### config.mk
export PLATFORM = sky130hd
export DESIGN_NAME = branch_buffer
export DESIGN_NICKNAME = d
export VERILOG_FILES = /design/src/logic/rename_pkg.sv /design/src/logic/branch_buffer.sv
export SDC_FILE = /design/constraint.sdc
export NUM_CORES = 1
export LEC_CHECK = 0
export ABC_AREA = 0
export BUFFER_PORTS_ARGS = -buffer_cell sky130_fd_sc_hd__buf_2
export CAP_MARGIN = 15
export CORE_ASPECT_RATIO = 1.25
export CORE_UTILIZATION = 35
export CTS_CLUSTER_SIZE = 10
export DETAILED_ROUTE_END_ITERATION = 8
export MAX_ROUTING_LAYER = met4
export PLACE_DENSITY_LB_ADDON = 0.12
export SLEW_MARGIN = 0
export SYNTH_ARGS = -nofsm -noshare
export SYNTH_HDL_FRONTEND = slang
export SYNTH_SLANG_ARGS = --single-unit
### constraint.sdc
create_clock -name clk -period 7.5 [get_ports clk]
set_input_delay 0.75 -clock clk [delete_from_list [all_inputs] [get_ports clk]]
set_output_delay 0.75 -clock clk [all_outputs]
set_load 0.02 [all_outputs]
### src/logic/rename_pkg.sv
`default_nettype none

package rename_pkg;

    // Core sizes
    localparam int NUM_ARCH   = 32;            // Architectural registers x0..x31
    localparam int NUM_PHYS   = 64;            // Physical register file entries
    localparam int NUM_CKPT   = 8;             // Live branch checkpoints
    localparam int FREE_DEPTH = 32;            // Free tags after reset

    typedef logic [$clog2(NUM_ARCH)-1:0] arch_reg_t;   // rd, rs1, rs2 numbers
    typedef logic [$clog2(NUM_PHYS)-1:0] phys_tag_t;   // Physical tag
    typedef logic [$clog2(NUM_CKPT)-1:0] ckpt_idx_t;   // Checkpoint slot
    typedef logic [31:0]                 pc_t;         // Instruction address
    typedef logic [6:0]                  opcode_t;     // Major opcode, instr[6:0]

    // Opcodes that take a checkpoint
    localparam opcode_t OP_JAL    = 7'b1101111;
    localparam opcode_t OP_JALR   = 7'b1100111;
    localparam opcode_t OP_BRANCH = 7'b1100011;

    // Opcodes with an rd write
    localparam opcode_t OP_WRITES_RD [7] = '{
        7'b0110011,                            // OP
        7'b0010011,                            // OP-IMM
        7'b0000011,                            // LOAD
        7'b0110111,                            // LUI
        7'b0010111,                            // AUIPC
        OP_JAL,                                // Link register
        OP_JALR                                // Link register
    };

    // Branch buffer occupancy
    typedef enum logic [1:0] {
        IDLE,                                  // No checkpoint live
        TRACKING,                              // One to seven live
        FULL                                   // All eight slots taken
    } bb_state_t;

endpackage

`default_nettype wire
### src/logic/branch_buffer.sv
`timescale 1ns/100ps
`default_nettype none

module branch_buffer import rename_pkg::*; (
    input  wire          clk,
    input  wire          rst,
    input  wire          instr_valid,          // Decoded instruction present
    input  wire opcode_t opcode,
    input  wire pc_t     pc,                   // PC of decoded instruction
    input  wire          resolve_valid,        // Resolution strobe
    input  wire pc_t     resolve_pc,           // PC of resolved branch
    input  wire          mispredict,           // Resolution was wrong
    output logic         instr_accept,         // Qualified instr_valid
    output logic         ckpt_copy,            // Save RAT and free list
    output ckpt_idx_t    copy_slot,
    output logic         ckpt_restore,         // Roll back RAT and free list
    output ckpt_idx_t    restore_slot,
    output logic         bb_full               // Registered full flag
);

    pc_t       pc_ring [NUM_CKPT];             // Branch PC per slot
    ckpt_idx_t head;                           // Oldest live checkpoint
    ckpt_idx_t tail;                           // Next free slot
    bb_state_t state;
    bb_state_t state_nxt;

    logic is_branch;                           // Jump or conditional branch
    logic head_match;                          // Resolution hits oldest entry
    logic do_push;
    logic do_pop;
    logic do_restore;

    // Opcode classification
    assign is_branch = opcode inside {OP_JAL, OP_JALR, OP_BRANCH};

    // In-order resolution, only the head entry is compared
    assign head_match = resolve_valid && (state != IDLE) &&
                        (pc_ring[head] == resolve_pc);
    assign do_restore = head_match && mispredict;    // Squash all checkpoints
    assign do_pop     = head_match && !mispredict;   // Retire oldest

    // Drop the instruction on a squash, or a branch with no slot left
    assign instr_accept = instr_valid && !do_restore && !(is_branch && bb_full);
    assign do_push      = instr_accept && is_branch;

    // Checkpoint controls for RAT and free list, same cycle
    assign ckpt_copy    = do_push;
    assign copy_slot    = tail;
    assign ckpt_restore = do_restore;
    assign restore_slot = head;

    // Occupancy FSM
    always_comb begin
        state_nxt = state;
        if (do_restore) begin
            state_nxt = IDLE;                  // Buffer emptied
        end else if (do_push && !do_pop) begin
            if (ckpt_idx_t'(tail + 1'b1) == head)
                state_nxt = FULL;              // Eighth slot taken
            else
                state_nxt = TRACKING;
        end else if (do_pop && !do_push) begin
            if (ckpt_idx_t'(head + 1'b1) == tail)
                state_nxt = IDLE;              // Last one retired
            else
                state_nxt = TRACKING;
        end
        // Push with pop keeps the count
    end

    // Pointers, state and full flag
    always_ff @(posedge clk or posedge rst) begin
        if (rst) begin
            state   <= IDLE;
            head    <= '0;
            tail    <= '0;
            bb_full <= 1'b0;
        end else begin
            state   <= state_nxt;
            bb_full <= (state_nxt == FULL);    // Registered full level
            if (do_restore) begin
                head <= '0;                    // Restart ring at slot 0
                tail <= '0;
            end else begin
                if (do_push)
                    tail <= tail + 1'b1;
                if (do_pop)
                    head <= head + 1'b1;
            end
        end
    end

    // PC ring write at the tail
    always_ff @(posedge clk) begin
        if (do_push)
            pc_ring[tail] <= pc;
    end

endmodule

`default_nettype wire

==> results.cfg <==
[logic_synthesis]
ys_ff_latch = 265
yosys_warnings = 0
synth-xor-area-share = 0.0309
syn_area_per_cell_um2 = 21.2
synth_top_family_by_area = multiplexers
async_flop_share = 0.0340
synth.area.top_cells = edfxtp_1 (71%), mux4_2 (11%), mux2i_1 (3.5%)
syn_inst = 508
netlist_area_um2 = 10800
ys.flop_type = edfxtp_1
yosysTopAreaCell = edfxtp_1
synth_simple_gate_area_frac = 0.0361
syn_nets = 586
synth_top_area_frac = 0.715
synth_compound_area_frac = 0.00838
synth_fa_ha_area_frac = 0.00233
synth_edf_count = 256
muxShareOfSynthArea = 0.171
yosysSeqAreaShare = 0.736
synth_cell_type_count = 44

[worst_setup_path]
r2r-start = restore_slot[0]
worstPathArrival_ns = 4.42
rr_worst_depth = 10
start_kind = register
regToRegSetupSlack_ns = 2.67
cp.required_ns = 6.75
cp_max_fo = 34
worstSetupEndpoint = instr_accept
crit_type = register to output port
crit-reg2reg-capture = pc_ring[7][21]
cp-startpoint = restore_slot[0]
worstSetupEndpointType = output port

[status]
outcome = complete, no violations

[placed_design]
portBuffers = 85
hpwlAfterDp_mm = 13.7
gp_congestion = 0.744

[power_and_ir_drop]
irDropWorstVdd_mv = 0.142
powerDensity_nw_per_um2 = 242
power_mw = 3.02
leakage_nw = 3.96

[sta]
fmaxAchievable_mhz = 193
finClkSkew_ns = 0.0133
holdWs_ns = 0.169
finalHoldViolCount = 0
slew_violations = 0
rsz0062_at_grt = false
finalCritPeriodShare = 0.690
finalSetupTns_ns = 0
fin_crit_ns = 5.17
tightest_slew_ns = 1.11
setup_viol = 0
slew_headroom = 0.257

[detailed_routing]
dr_total_vias = 5025
wl_met1_mm = 9.08
routed_wl_mm = 22.9
wl_met2_mm = 12.6
drcViolationCount = 0
drt_pass1_iterations = 4
wl_met3_um = 713
ant_nets = 0
drtIter0Drc = 289
via_per_inst = 4.90
top_layer_used = met4
wire_per_inst_um = 22.3

[layout]
area_delta_synth_final_pct = 16.1
fin_util = 0.413
nets = 690
drive_above_1_share = 0.337
nFillCells = 2679

[flow_run]
drv_cap = 0

[global_routing]
track_usage = 0.152
grt_pass1_vias = 5454
antenna_found_initial = 1
grt_overflow = 0
grt_pass1_wl_mm = 34.0
grt_max_degree = 45

[floorplanning]
die_y_um = 198
start_util = 0.356
core_um2 = 30200
die_w_um = 159
pin_count = 86
die_area_um2 = 31400
num_rows = 71

[clocking]
cts.path.max_buffers = 3
cts.sinks = 265
clock_latency_ns = 0.55
cts_tree = yes
cts_buffers = 30
clk_pin_slew_ns = 0.06
h-tree-depth = 1
cts_hold_buf = 0
postCtsSetupBuffers = 0
root_buffer = clkbuf_16
cts_resized = 0

[worst_hold_path]
worstHoldPathType = input pin to async pin
==> cells in the final DEF, fill, tap and decap left out, drive strengths merged <==
cell type / Yosys / layout
and4: 2 / 2
o21a: 2 / 2
o32ai: 1 / 1
inv: 3 / 3
dfrtp: 9 / 9
o22ai: 4 / 4
nor3: 6 / 6
nor3b: 1 / 1
and2: 1 / 1
buf: 20 / 96
clkbuf: 4 / 43
edfxtp: 256 / 256
nor4b: 2 / 2
nand2b: 4 / 4
or2: 1 / 1
and4b: 4 / 4
mux2: 11 / 11
xnor2: 27 / 27
and3: 2 / 2
xor2: 11 / 11
or3: 1 / 1
diode: 0 / 1
or4: 2 / 2
ha: 2 / 2
nor2b: 2 / 2
a21boi: 1 / 1
nand4: 3 / 3
nor4: 4 / 4
mux4: 58 / 58
and3b: 1 / 1
clkinv: 0 / 1
mux2i: 38 / 38
nor2: 10 / 10
nand2: 6 / 6
nand3: 2 / 2
o21ai: 6 / 6
nor4bb: 1 / 1
==> critical path, stage by stage, from the launching register on <==
cell     delay [ns]
dfrtp_4        0.82
buf_4          0.44
mux4_1         0.59
mux2i_1        0.17
xor2_1         0.19
nand4_1        0.15
or4_4          0.60
nor3_4         0.36
and2_1         0.30
nor2_1         0.07
buf_2          0.16
==> kinds of logic (layout without fill, tap and decap cells) <==
logic type / after synthesis / count (layout)
AOI/OAI and AO/OA: 14 / 14
xor gates and xnor gates: 38 / 38
adders and majority gates: 2 / 2
buffers and inverters: 27 / 143
DFF: 265 / 265
muxes: 107 / 107
other: 0 / 1
and+or+nand+nor: 55 / 55
==> cell usage after synthesis, drive strengths merged (6+ instances only) <==
library cell / number
xnor2: 27
mux2i: 38
nor2: 10
mux2: 11
nor3: 6
o21ai: 6
mux4: 58
xor2: 11
nand2: 6
dfrtp: 9
buf: 20
edfxtp: 256
==> worst min-delay path by stage <==
stage,end,start
5_1_grt,copy_slot[0],rst
2_1_floorplan,state[1],state[1]
3_5_place_dp,state[1],state[1]
4_1_cts,copy_slot[0],rst
6_report,copy_slot[0],rst
3_3_place_gp,state[1],state[1]
==> per-stage QoR <==
step	setup WS (ns)	instance area, um^2	std cells
2_1_floorplan	0.840	10800	508
3_3_place_gp	2.64	11600	980
3_5_place_dp	2.55	11600	981
4_1_cts	2.19	12500	1025
5_1_grt	1.99	12500	1026
6_report	2.33	12500	1026
==> per-layer routing <==
metal  track usage  vias up
li1              -     2297
met1         0.176     2599
met2         0.272       96
met3        0.0184       33
met4        0.0514        0
met5             -        -
==> power breakdown <==
part	total, mW	internal, mW	switching [mW]
Combinational	0.104	0.0448	0.0588
Clock	1.27	0.750	0.522
Sequential	1.65	1.63	0.0146
Total	3.02	2.43	0.596
==> state kept, by name, indices dropped and copies added, names as in the netlist <==
name	count
pc_ring	256
restore_slot	3
state	2
copy_slot	3
bb_full	1
==> layout make-up <==
| cell class | instances | area [um^2] | share of cell area |
|---|---|---|---|
| repair buffers | 96 | 520 | 0.0417 |
| clock inverters | 1 | 3.75 | 0.000301 |
| diodes | 1 | 2.50 | 0.000200 |
| inverters | 3 | 11.3 | 0.000902 |
| flip-flops and latches | 265 | 7920 | 0.634 |
| clock buffers | 43 | 831 | 0.0665 |
| well taps | 401 | 502 | 0.0402 |
| multi-input cells | 216 | 2700 | 0.216 |
No activity file was read; power rests on OpenSTA's default activity.
