--- src/logic/rename_pkg.sv ---
`default_nettype none

package rename_pkg;

    // Core sizes
    localparam int NUM_ARCH   = 32;            // Architectural registers x0..x31
    localparam int NUM_PHYS   = 64;            // Physical register file entries
    localparam int NUM_CKPT   = 8;             // Live branch checkpoints
    localparam int FREE_DEPTH = 32;            // Free tags after reset

    typedef logic [$clog2(NUM_ARCH)-1:0] arch_reg_t;   // rd, rs1, rs2 numbers
    typedef logic [$clog2(NUM_PHYS)-1:0] phys_tag_t;   // Physical tag
    typedef logic [$clog2(NUM_CKPT)-1:0] ckpt_idx_t;   // Checkpoint slot
    typedef logic [31:0]                 pc_t;         // Instruction address
    typedef logic [6:0]                  opcode_t;     // Major opcode, instr[6:0]

    // Opcodes that take a checkpoint
    localparam opcode_t OP_JAL    = 7'b1101111;
    localparam opcode_t OP_JALR   = 7'b1100111;
    localparam opcode_t OP_BRANCH = 7'b1100011;

    // Opcodes with an rd write
    localparam opcode_t OP_WRITES_RD [7] = '{
        7'b0110011,                            // OP
        7'b0010011,                            // OP-IMM
        7'b0000011,                            // LOAD
        7'b0110111,                            // LUI
        7'b0010111,                            // AUIPC
        OP_JAL,                                // Link register
        OP_JALR                                // Link register
    };

    // Branch buffer occupancy
    typedef enum logic [1:0] {
        IDLE,                                  // No checkpoint live
        TRACKING,                              // One to seven live
        FULL                                   // All eight slots taken
    } bb_state_t;

endpackage

`default_nettype wire
--- src/logic/free_list.sv ---
`timescale 1ns/100ps
`default_nettype none

module free_list import rename_pkg::*; (
    input  wire            clk,
    input  wire            rst,
    input  wire            alloc_req,          // Pop one tag
    input  wire            free_valid,         // Push from commit
    input  wire phys_tag_t free_tag,
    input  wire            ckpt_copy,
    input  wire ckpt_idx_t copy_slot,
    input  wire            ckpt_restore,
    input  wire ckpt_idx_t restore_slot,
    output phys_tag_t      alloc_tag           // Tag at read pointer
);

    // Extra bit above the index for wrap tracking
    typedef logic [$clog2(FREE_DEPTH):0] fl_ptr_t;

    phys_tag_t tag_q [FREE_DEPTH];             // Circular tag queue
    fl_ptr_t   rd_ptr;
    fl_ptr_t   wr_ptr;
    fl_ptr_t   rd_ptr_nxt;                     // After this cycle's pop
    fl_ptr_t   ckpt_ptr [NUM_CKPT];            // Saved read pointers

    assign alloc_tag  = tag_q[rd_ptr[$clog2(FREE_DEPTH)-1:0]];
    assign rd_ptr_nxt = alloc_req ? rd_ptr + 1'b1 : rd_ptr;

    // Queue and pointers
    always_ff @(posedge clk or posedge rst) begin
        if (rst) begin
            rd_ptr <= '0;
            wr_ptr <= fl_ptr_t'(FREE_DEPTH);   // Queue starts full
            for (int i = 0; i < FREE_DEPTH; i++)
                tag_q[i] <= phys_tag_t'(NUM_ARCH + i);   // Tags 32..63
        end else begin
            if (ckpt_restore)
                rd_ptr <= ckpt_ptr[restore_slot];   // Reissue squashed tags
            else
                rd_ptr <= rd_ptr_nxt;
            // Write side never rolls back, commits are kept
            if (free_valid) begin
                tag_q[wr_ptr[$clog2(FREE_DEPTH)-1:0]] <= free_tag;
                wr_ptr <= wr_ptr + 1'b1;
            end
        end
    end

    // Read pointer snapshot with the branch's own pop applied
    always_ff @(posedge clk) begin
        if (ckpt_copy)
            ckpt_ptr[copy_slot] <= rd_ptr_nxt;
    end

endmodule

`default_nettype wire

--- config.mk ---
export PLATFORM = sky130hd
export DESIGN_NAME = free_list
export DESIGN_NICKNAME = d
export VERILOG_FILES = /design/src/logic/rename_pkg.sv /design/src/logic/free_list.sv
export SDC_FILE = /design/constraint.sdc
export NUM_CORES = 1
export LEC_CHECK = 0
export BUFFER_PORTS_ARGS = -buffer_cell sky130_fd_sc_hd__buf_2
export CAP_MARGIN = 20
export CORE_MARGIN = 8
export CORE_UTILIZATION = 55
export DETAILED_ROUTE_END_ITERATION = 7
export GPL_TIMING_DRIVEN = 0
export HOLD_SLACK_MARGIN = 0.1
export PLACE_DENSITY_LB_ADDON = 0.2
export SLEW_MARGIN = 5
export SYNTH_ARGS = -nofsm -noshare
export SYNTH_HDL_FRONTEND = slang
export SYNTH_SLANG_ARGS = --single-unit
--- constraint.sdc ---
create_clock -name clk -period 15.9 [get_ports clk]
set_clock_uncertainty 0.15 [all_clocks]
set_input_delay 1.59 -clock clk [delete_from_list [all_inputs] [get_ports clk]]
set_output_delay 1.59 -clock clk [all_outputs]
set_load 0.05 [all_outputs]
==> metrics, run 1 <==
status=complete, no violations; Yosys warning count=0; Fin. Hold Viols=0; final slew viol count=0; num rows=51; post-CTS sizing=0; Core Region=19500 sq um; Syn Area/Cell=16.9 sq um; crit path DAT=3.36 ns; Initial Utilization=0.561; Hold WC Path Type=flop to flop; Max Freq=196 MHz; TNS Setup=0 ns; CTS tree=done; port buffer count=19; Min Clock Period, post-route=5.10 ns; critical path capture point type=output port; dpl cell area=11400 sq um; Max-Cap Viols=0; Yosys cell types=24; initial antenna violation count=0; PwrDens=182 nW/um^2; Hold Buf Count CTS=0; largest net degree at the start of global routing=130; Synth top area share=0.269; Synth Instances=647; Fin Hold WS=0.353 ns; Inst Count DP=932; Worst Path Required=14.16 ns; Worst IR Drop VDD=0.000104 V; drt wl/cell=24.8 um; register area share after synthesis=0.584; Area Overhead vs Synth=12.0%; clk_lat worst skew=0.52 ns; GR Util All Layers=0.208; Die Y=157 um; LEAKAGE=0.00489 uW; Clock H-tree levels=1; FILL cells=1425; Root Buffer=clkbuf_16; GPL Wtd Cong=0.850; Crit Path Max Fanout=10; WS Path Type=flop to output port; vias after detailed routing=5918; Remaining Overflow, GRT=0; post-route antenna net violation count=0; Boundary Pins=24; Syn Nets=670; total power=2230 uW; endpoints failing setup=0; worst slew pin tran=0.929 ns; mean number of vias per cell=6.04; Total Routed Length=24300 um; final non-filler cell area=12300 sq um; max_slew headroom=0.381; die area=24700 sq um; share of layout cells above drive strength 1=0.643; ranking of synthesized cells by area=dfstp_2 (27%), mux2_2 (21%), dfrtp_1 (21%); first-pass GRT wire length=38500 um; final net count=718; initial DRC count=280; vias in the first global route=6449; Final Cycle Share=0.321; post-synth top area cell=dfstp_2; drt first pass iters=4; CTS Buf Count=26; CP startpoint kind=flop; die width=157 um; clk sink count=242; Post-Synthesis Cell Area=11000 sq um; DRC viols=0; Synth Register Bits=242; Post-CTS Repair Setup Buffers=0; Worst-path clk slew=0.06 ns; Final HPWL DP=17100 um; Max clock buf depth=3; diodes inserted=0; RSZ-0062 raised after global routing=false; non-filler cells, final=980
-- logic make-up (layout without fill, tap and decap cells) --
kind of cell	after synthesis	count (layout)	share of synthesized area
multiplexers	277	277	0.356
AO/OA/AOI/OAI	5	5	0.00228
flip-flops	242	242	0.584
buffers and inverters	46	114	0.0180
adder cells (fa/ha/maj)	5	5	0.00571
XOR/XNOR	7	7	0.00560
AND/OR/NAND/NOR	65	65	0.0280
-- cell usage in the layout (no fill, tap or decap), drive strengths merged, types with 4 or more instances in the layout --
master	Yosys	layout
ha	5	5
nor2	24	24
dfstp	112	112
clkinvlp	0	4
nand3	17	17
mux4	70	70
edfxtp	40	40
inv	3	4
dfrtp	90	90
mux2	205	205
xnor2	5	5
buf	10	30
clkbuf	33	64
clkinv	0	10
nand2	9	9
-- worst max-delay path, cell delays in order (launching register included) --
cell	delay, ns
dfrtp_1	0.36
clkbuf_1	0.24
clkbuf_1	0.73
mux4_2	0.46
mux4_2	0.50
mux2_2	0.32
buf_2	0.22
-- layer usage --
layer  GRT usage  wire (um)  vias up
met4      0.0635        742        0
met1       0.278      10500     3199
met5           0          0        -
met2       0.337      11900      119
li1            -          -     2548
met3      0.0428       1190       52
-- Yosys cell counts --
master,number
a21oi_1,2
buf_1,2
buf_2,2
buf_4,6
clkbuf_1,33
dfrtp_1,90
dfstp_2,112
edfxtp_1,40
ha_1,5
inv_1,3
mux2_2,205
mux2i_1,2
mux4_2,70
nand2_1,9
nand2b_1,3
nand3_1,17
nand3b_1,3
nand4_1,3
nor2_1,24
nor3_1,3
nor3b_1,3
o21ai_0,3
xnor2_1,5
xor2_1,2
-- final timing paths --
path | slack (ns) | depth (start not counted) | end | start
max | 10.80 | 6 | alloc_tag[2] | rd_ptr[1]
min | 0.35 | 1 | tag_q[177] | tag_q[177]
max in group asynchronous | 13.62 | 3 | tag_q[44] | rst
max reg2reg | 13.53 | 5 | rd_ptr[3] | rd_ptr[1]
min in group asynchronous | 0.98 | 2 | tag_q[157] | rst
min reg2reg | 0.35 | 1 | tag_q[177] | tag_q[177]
-- sequential cells by signal, summed over array words and instances, names as in the netlist --
name / count
tag_q: 192
wr_ptr: 5
rd_ptr: 5
ckpt_ptr: 40
-- power breakdown --
group	internal [uW]	total (uW)	switching [uW]
clock	348	592	244
combinational	331	620	289
sequential	914	1020	101
total	1590	2230	635
-- layout make-up --
cell class,instances,area (sq um),share of cell area
Buffer,43,186,0.0152
Timing Repair Buffer,20,123,0.0100
Clock inverter,17,148,0.0120
Tap cell,265,332,0.0270
Multi-Input combinational cell,359,4360,0.356
Sequential cell,242,6400,0.522
Inverter,3,18.8,0.00153
Clock buffer,31,701,0.0571
-- per-stage QoR --
step / utilization / setup slack, ns
floorplan: - / 8.83
detailed placement: 0.585 / 11.41
finish: 0.628 / 10.80
CTS: 0.628 / 10.84
global route: 0.628 / 10.71
global placement: 0.583 / 7.21
(Power assumes the default switching activity.)
==> run 2, diff against run 1 <==
==> constraint.sdc (replaced) <==
create_clock -name clk -period 4.15 [get_ports clk]
set_clock_uncertainty 0.15 [all_clocks]
set_input_delay 0.415 -clock clk [delete_from_list [all_inputs] [get_ports clk]]
set_output_delay 0.415 -clock clk [all_outputs]
set_load 0.05 [all_outputs]
==> metrics, run 2 (same netlist as run 1, synthesis figures left out) <==
RSZ-0062 raised after global routing=false; Final Cycle Share=0.928; Most flops, register=tag_q; Boundary Pins=24 (unchanged); Worst Path Required=3.59 ns (-10.57 ns); Critical Path Start=rd_ptr[1]; endpoints failing setup=0 (unchanged); Worst IR Drop VDD=0.000458 V (+340%); max_slew headroom=0.423 (+0.0422); Clock H-tree levels=1 (unchanged); CTS Buf Count=26 (unchanged); commonest non-fill, non-tap cells in the layout=mux2_2 (205), dfstp_2 (112), dfrtp_1 (90), mux4_2 (70), edfxtp_1 (40); GR Util All Layers=0.208 (+0.000836); slowest CP cell=clkbuf_1; PwrDens=697 nW/um^2 (+280%); Total Routed Length=24300 um (about the same); Largest register FFs=192 (unchanged); drt first pass iters=5 (+1); num rows=51 (unchanged); Fin. Hold Viols=0 (unchanged); CTS tree=done; drt wl/cell=24.6 um (-1.0%); post-route antenna net violation count=0 (unchanged); Root Buffer=clkbuf_16; critical path capture point type=output port; Final HPWL DP=17400 um (+1.8%); Crit Path Max Fanout=10 (unchanged); vias in the first global route=6575 (+2.0%); slowest stage delay, CP=0.69 ns (-0.04 ns); Max-Cap Viols=0 (unchanged); total power=8680 uW (+290%); Core Region=19500 sq um (unchanged); post-CTS sizing=0 (unchanged); Remaining Overflow, GRT=0 (unchanged); die width=157 um (unchanged); reg2reg start=rd_ptr[2]; critical path cell sequence=clkbuf_1, clkbuf_1, mux4_2, mux4_2, mux2_2, buf_2; initial antenna violation count=0 (unchanged); Max clock buf depth=3 (unchanged); Top Registers=tag_q x192, ckpt_ptr x40; Area Overhead vs Synth=13.6%; clk sink count=242 (unchanged); GPL Wtd Cong=0.835 (-1.7%); WS Path Type=flop to output port; status=complete, no violations; Min Clock Period, post-route=3.85 ns; CP startpoint kind=flop; die area=24700 sq um (unchanged); mean number of vias per cell=5.98 (-1.0%); Worst Min Path Start=ckpt_restore; initial DRC count=281 (+0.36%); TNS Setup=0 ns (unchanged); final slew viol count=0 (unchanged); clk_lat worst skew=0.52 ns (about the same); LEAKAGE=0.00497 uW (+1.6%); final net count=729 (+1.5%); Max Freq=260 MHz; first-pass GRT wire length=38700 um (+0.50%); most common cell after layout, fill and taps aside=mux2_2; share of layout cells above drive strength 1=0.635 (-0.00837); vias after detailed routing=5922 (+0.068%); worst slew pin tran=0.859 ns (-0.0698 ns); Die Y=157 um (unchanged); Hold WC Path Type=input port to flop; diodes inserted=0 (unchanged); Post-CTS Repair Setup Buffers=0 (unchanged); port buffer count=19 (unchanged); crit path DAT=3.28 ns (-0.08 ns); Initial Utilization=0.561 (unchanged); DRC viols=0 (unchanged); Worst-path clk slew=0.06 ns (about the same); largest net degree at the start of global routing=46 (-65%)
run 2: critical path, delay by kind of cell (launching register included):
kind / cells / cell delay [ns]
multiplexers: 3 / 1.25
flip-flops: 1 / 0.36
buffers and inverters: 3 / 1.14
run 2: layout make-up:
type                       instances  area (sq um)
fill                            1406          7080
clock buffer                      32           704
multi-input combinational        359          4360
timing repair buffer              31           265
sequential                       242          6400
inverter                           3          15.0
buffer                            43           186
clock inverter                    16           190
tap                              265           332
run 2: where the power goes:
part           internal [uW]  switching (uW)
combinational           1280            1120
clock                   1460             929
sequential              3500             394
total                   6240            2440
run 2: routing by layer:
| layer | vias to the layer above | GRT usage | part of all wire |
|---|---|---|---|
| li1 | 2574 | - | - |
| met1 | 3197 | 0.281 | 0.43 |
| met2 | 115 | 0.351 | 0.50 |
| met3 | 36 | 0.0285 | 0.039 |
| met4 | 0 | 0.0562 | 0.024 |
| met5 | - | 0 | 0 |
run 2: path summary, 6_finish.rpt:
check | endpoint | slack (ns) | cells past startpoint
min | rd_ptr[1] | 0.14 | 2
max | alloc_tag[2] | 0.30 | 6
min reg2reg | tag_q[102] | 0.36 | 1
min in group asynchronous | tag_q[167] | 0.45 | 3
max in group asynchronous | tag_q[46] | 2.56 | 6
max reg2reg | rd_ptr[4] | 1.70 | 5
run 2: timing repair:
action                                 CTS  global route
endpoints found under the hold margin   58             0
hold buffers                             7             0
setup endpoints to repair                0             0
run 2: metrics by stage:
step                      cell area [sq um]  utilization  std cells  hold slack, ns  setup WS, ns
after global routing                  12400        0.638        991           0.155         0.230
after global placement                11400        0.583        931           0.332        0.0962
after CTS                             12400        0.638        991           0.130         0.289
final                                 12400        0.638        991           0.139         0.300
after floorplan                       11000            -        647           0.324          1.06
after detailed placement              11500        0.588        936           0.337         0.859
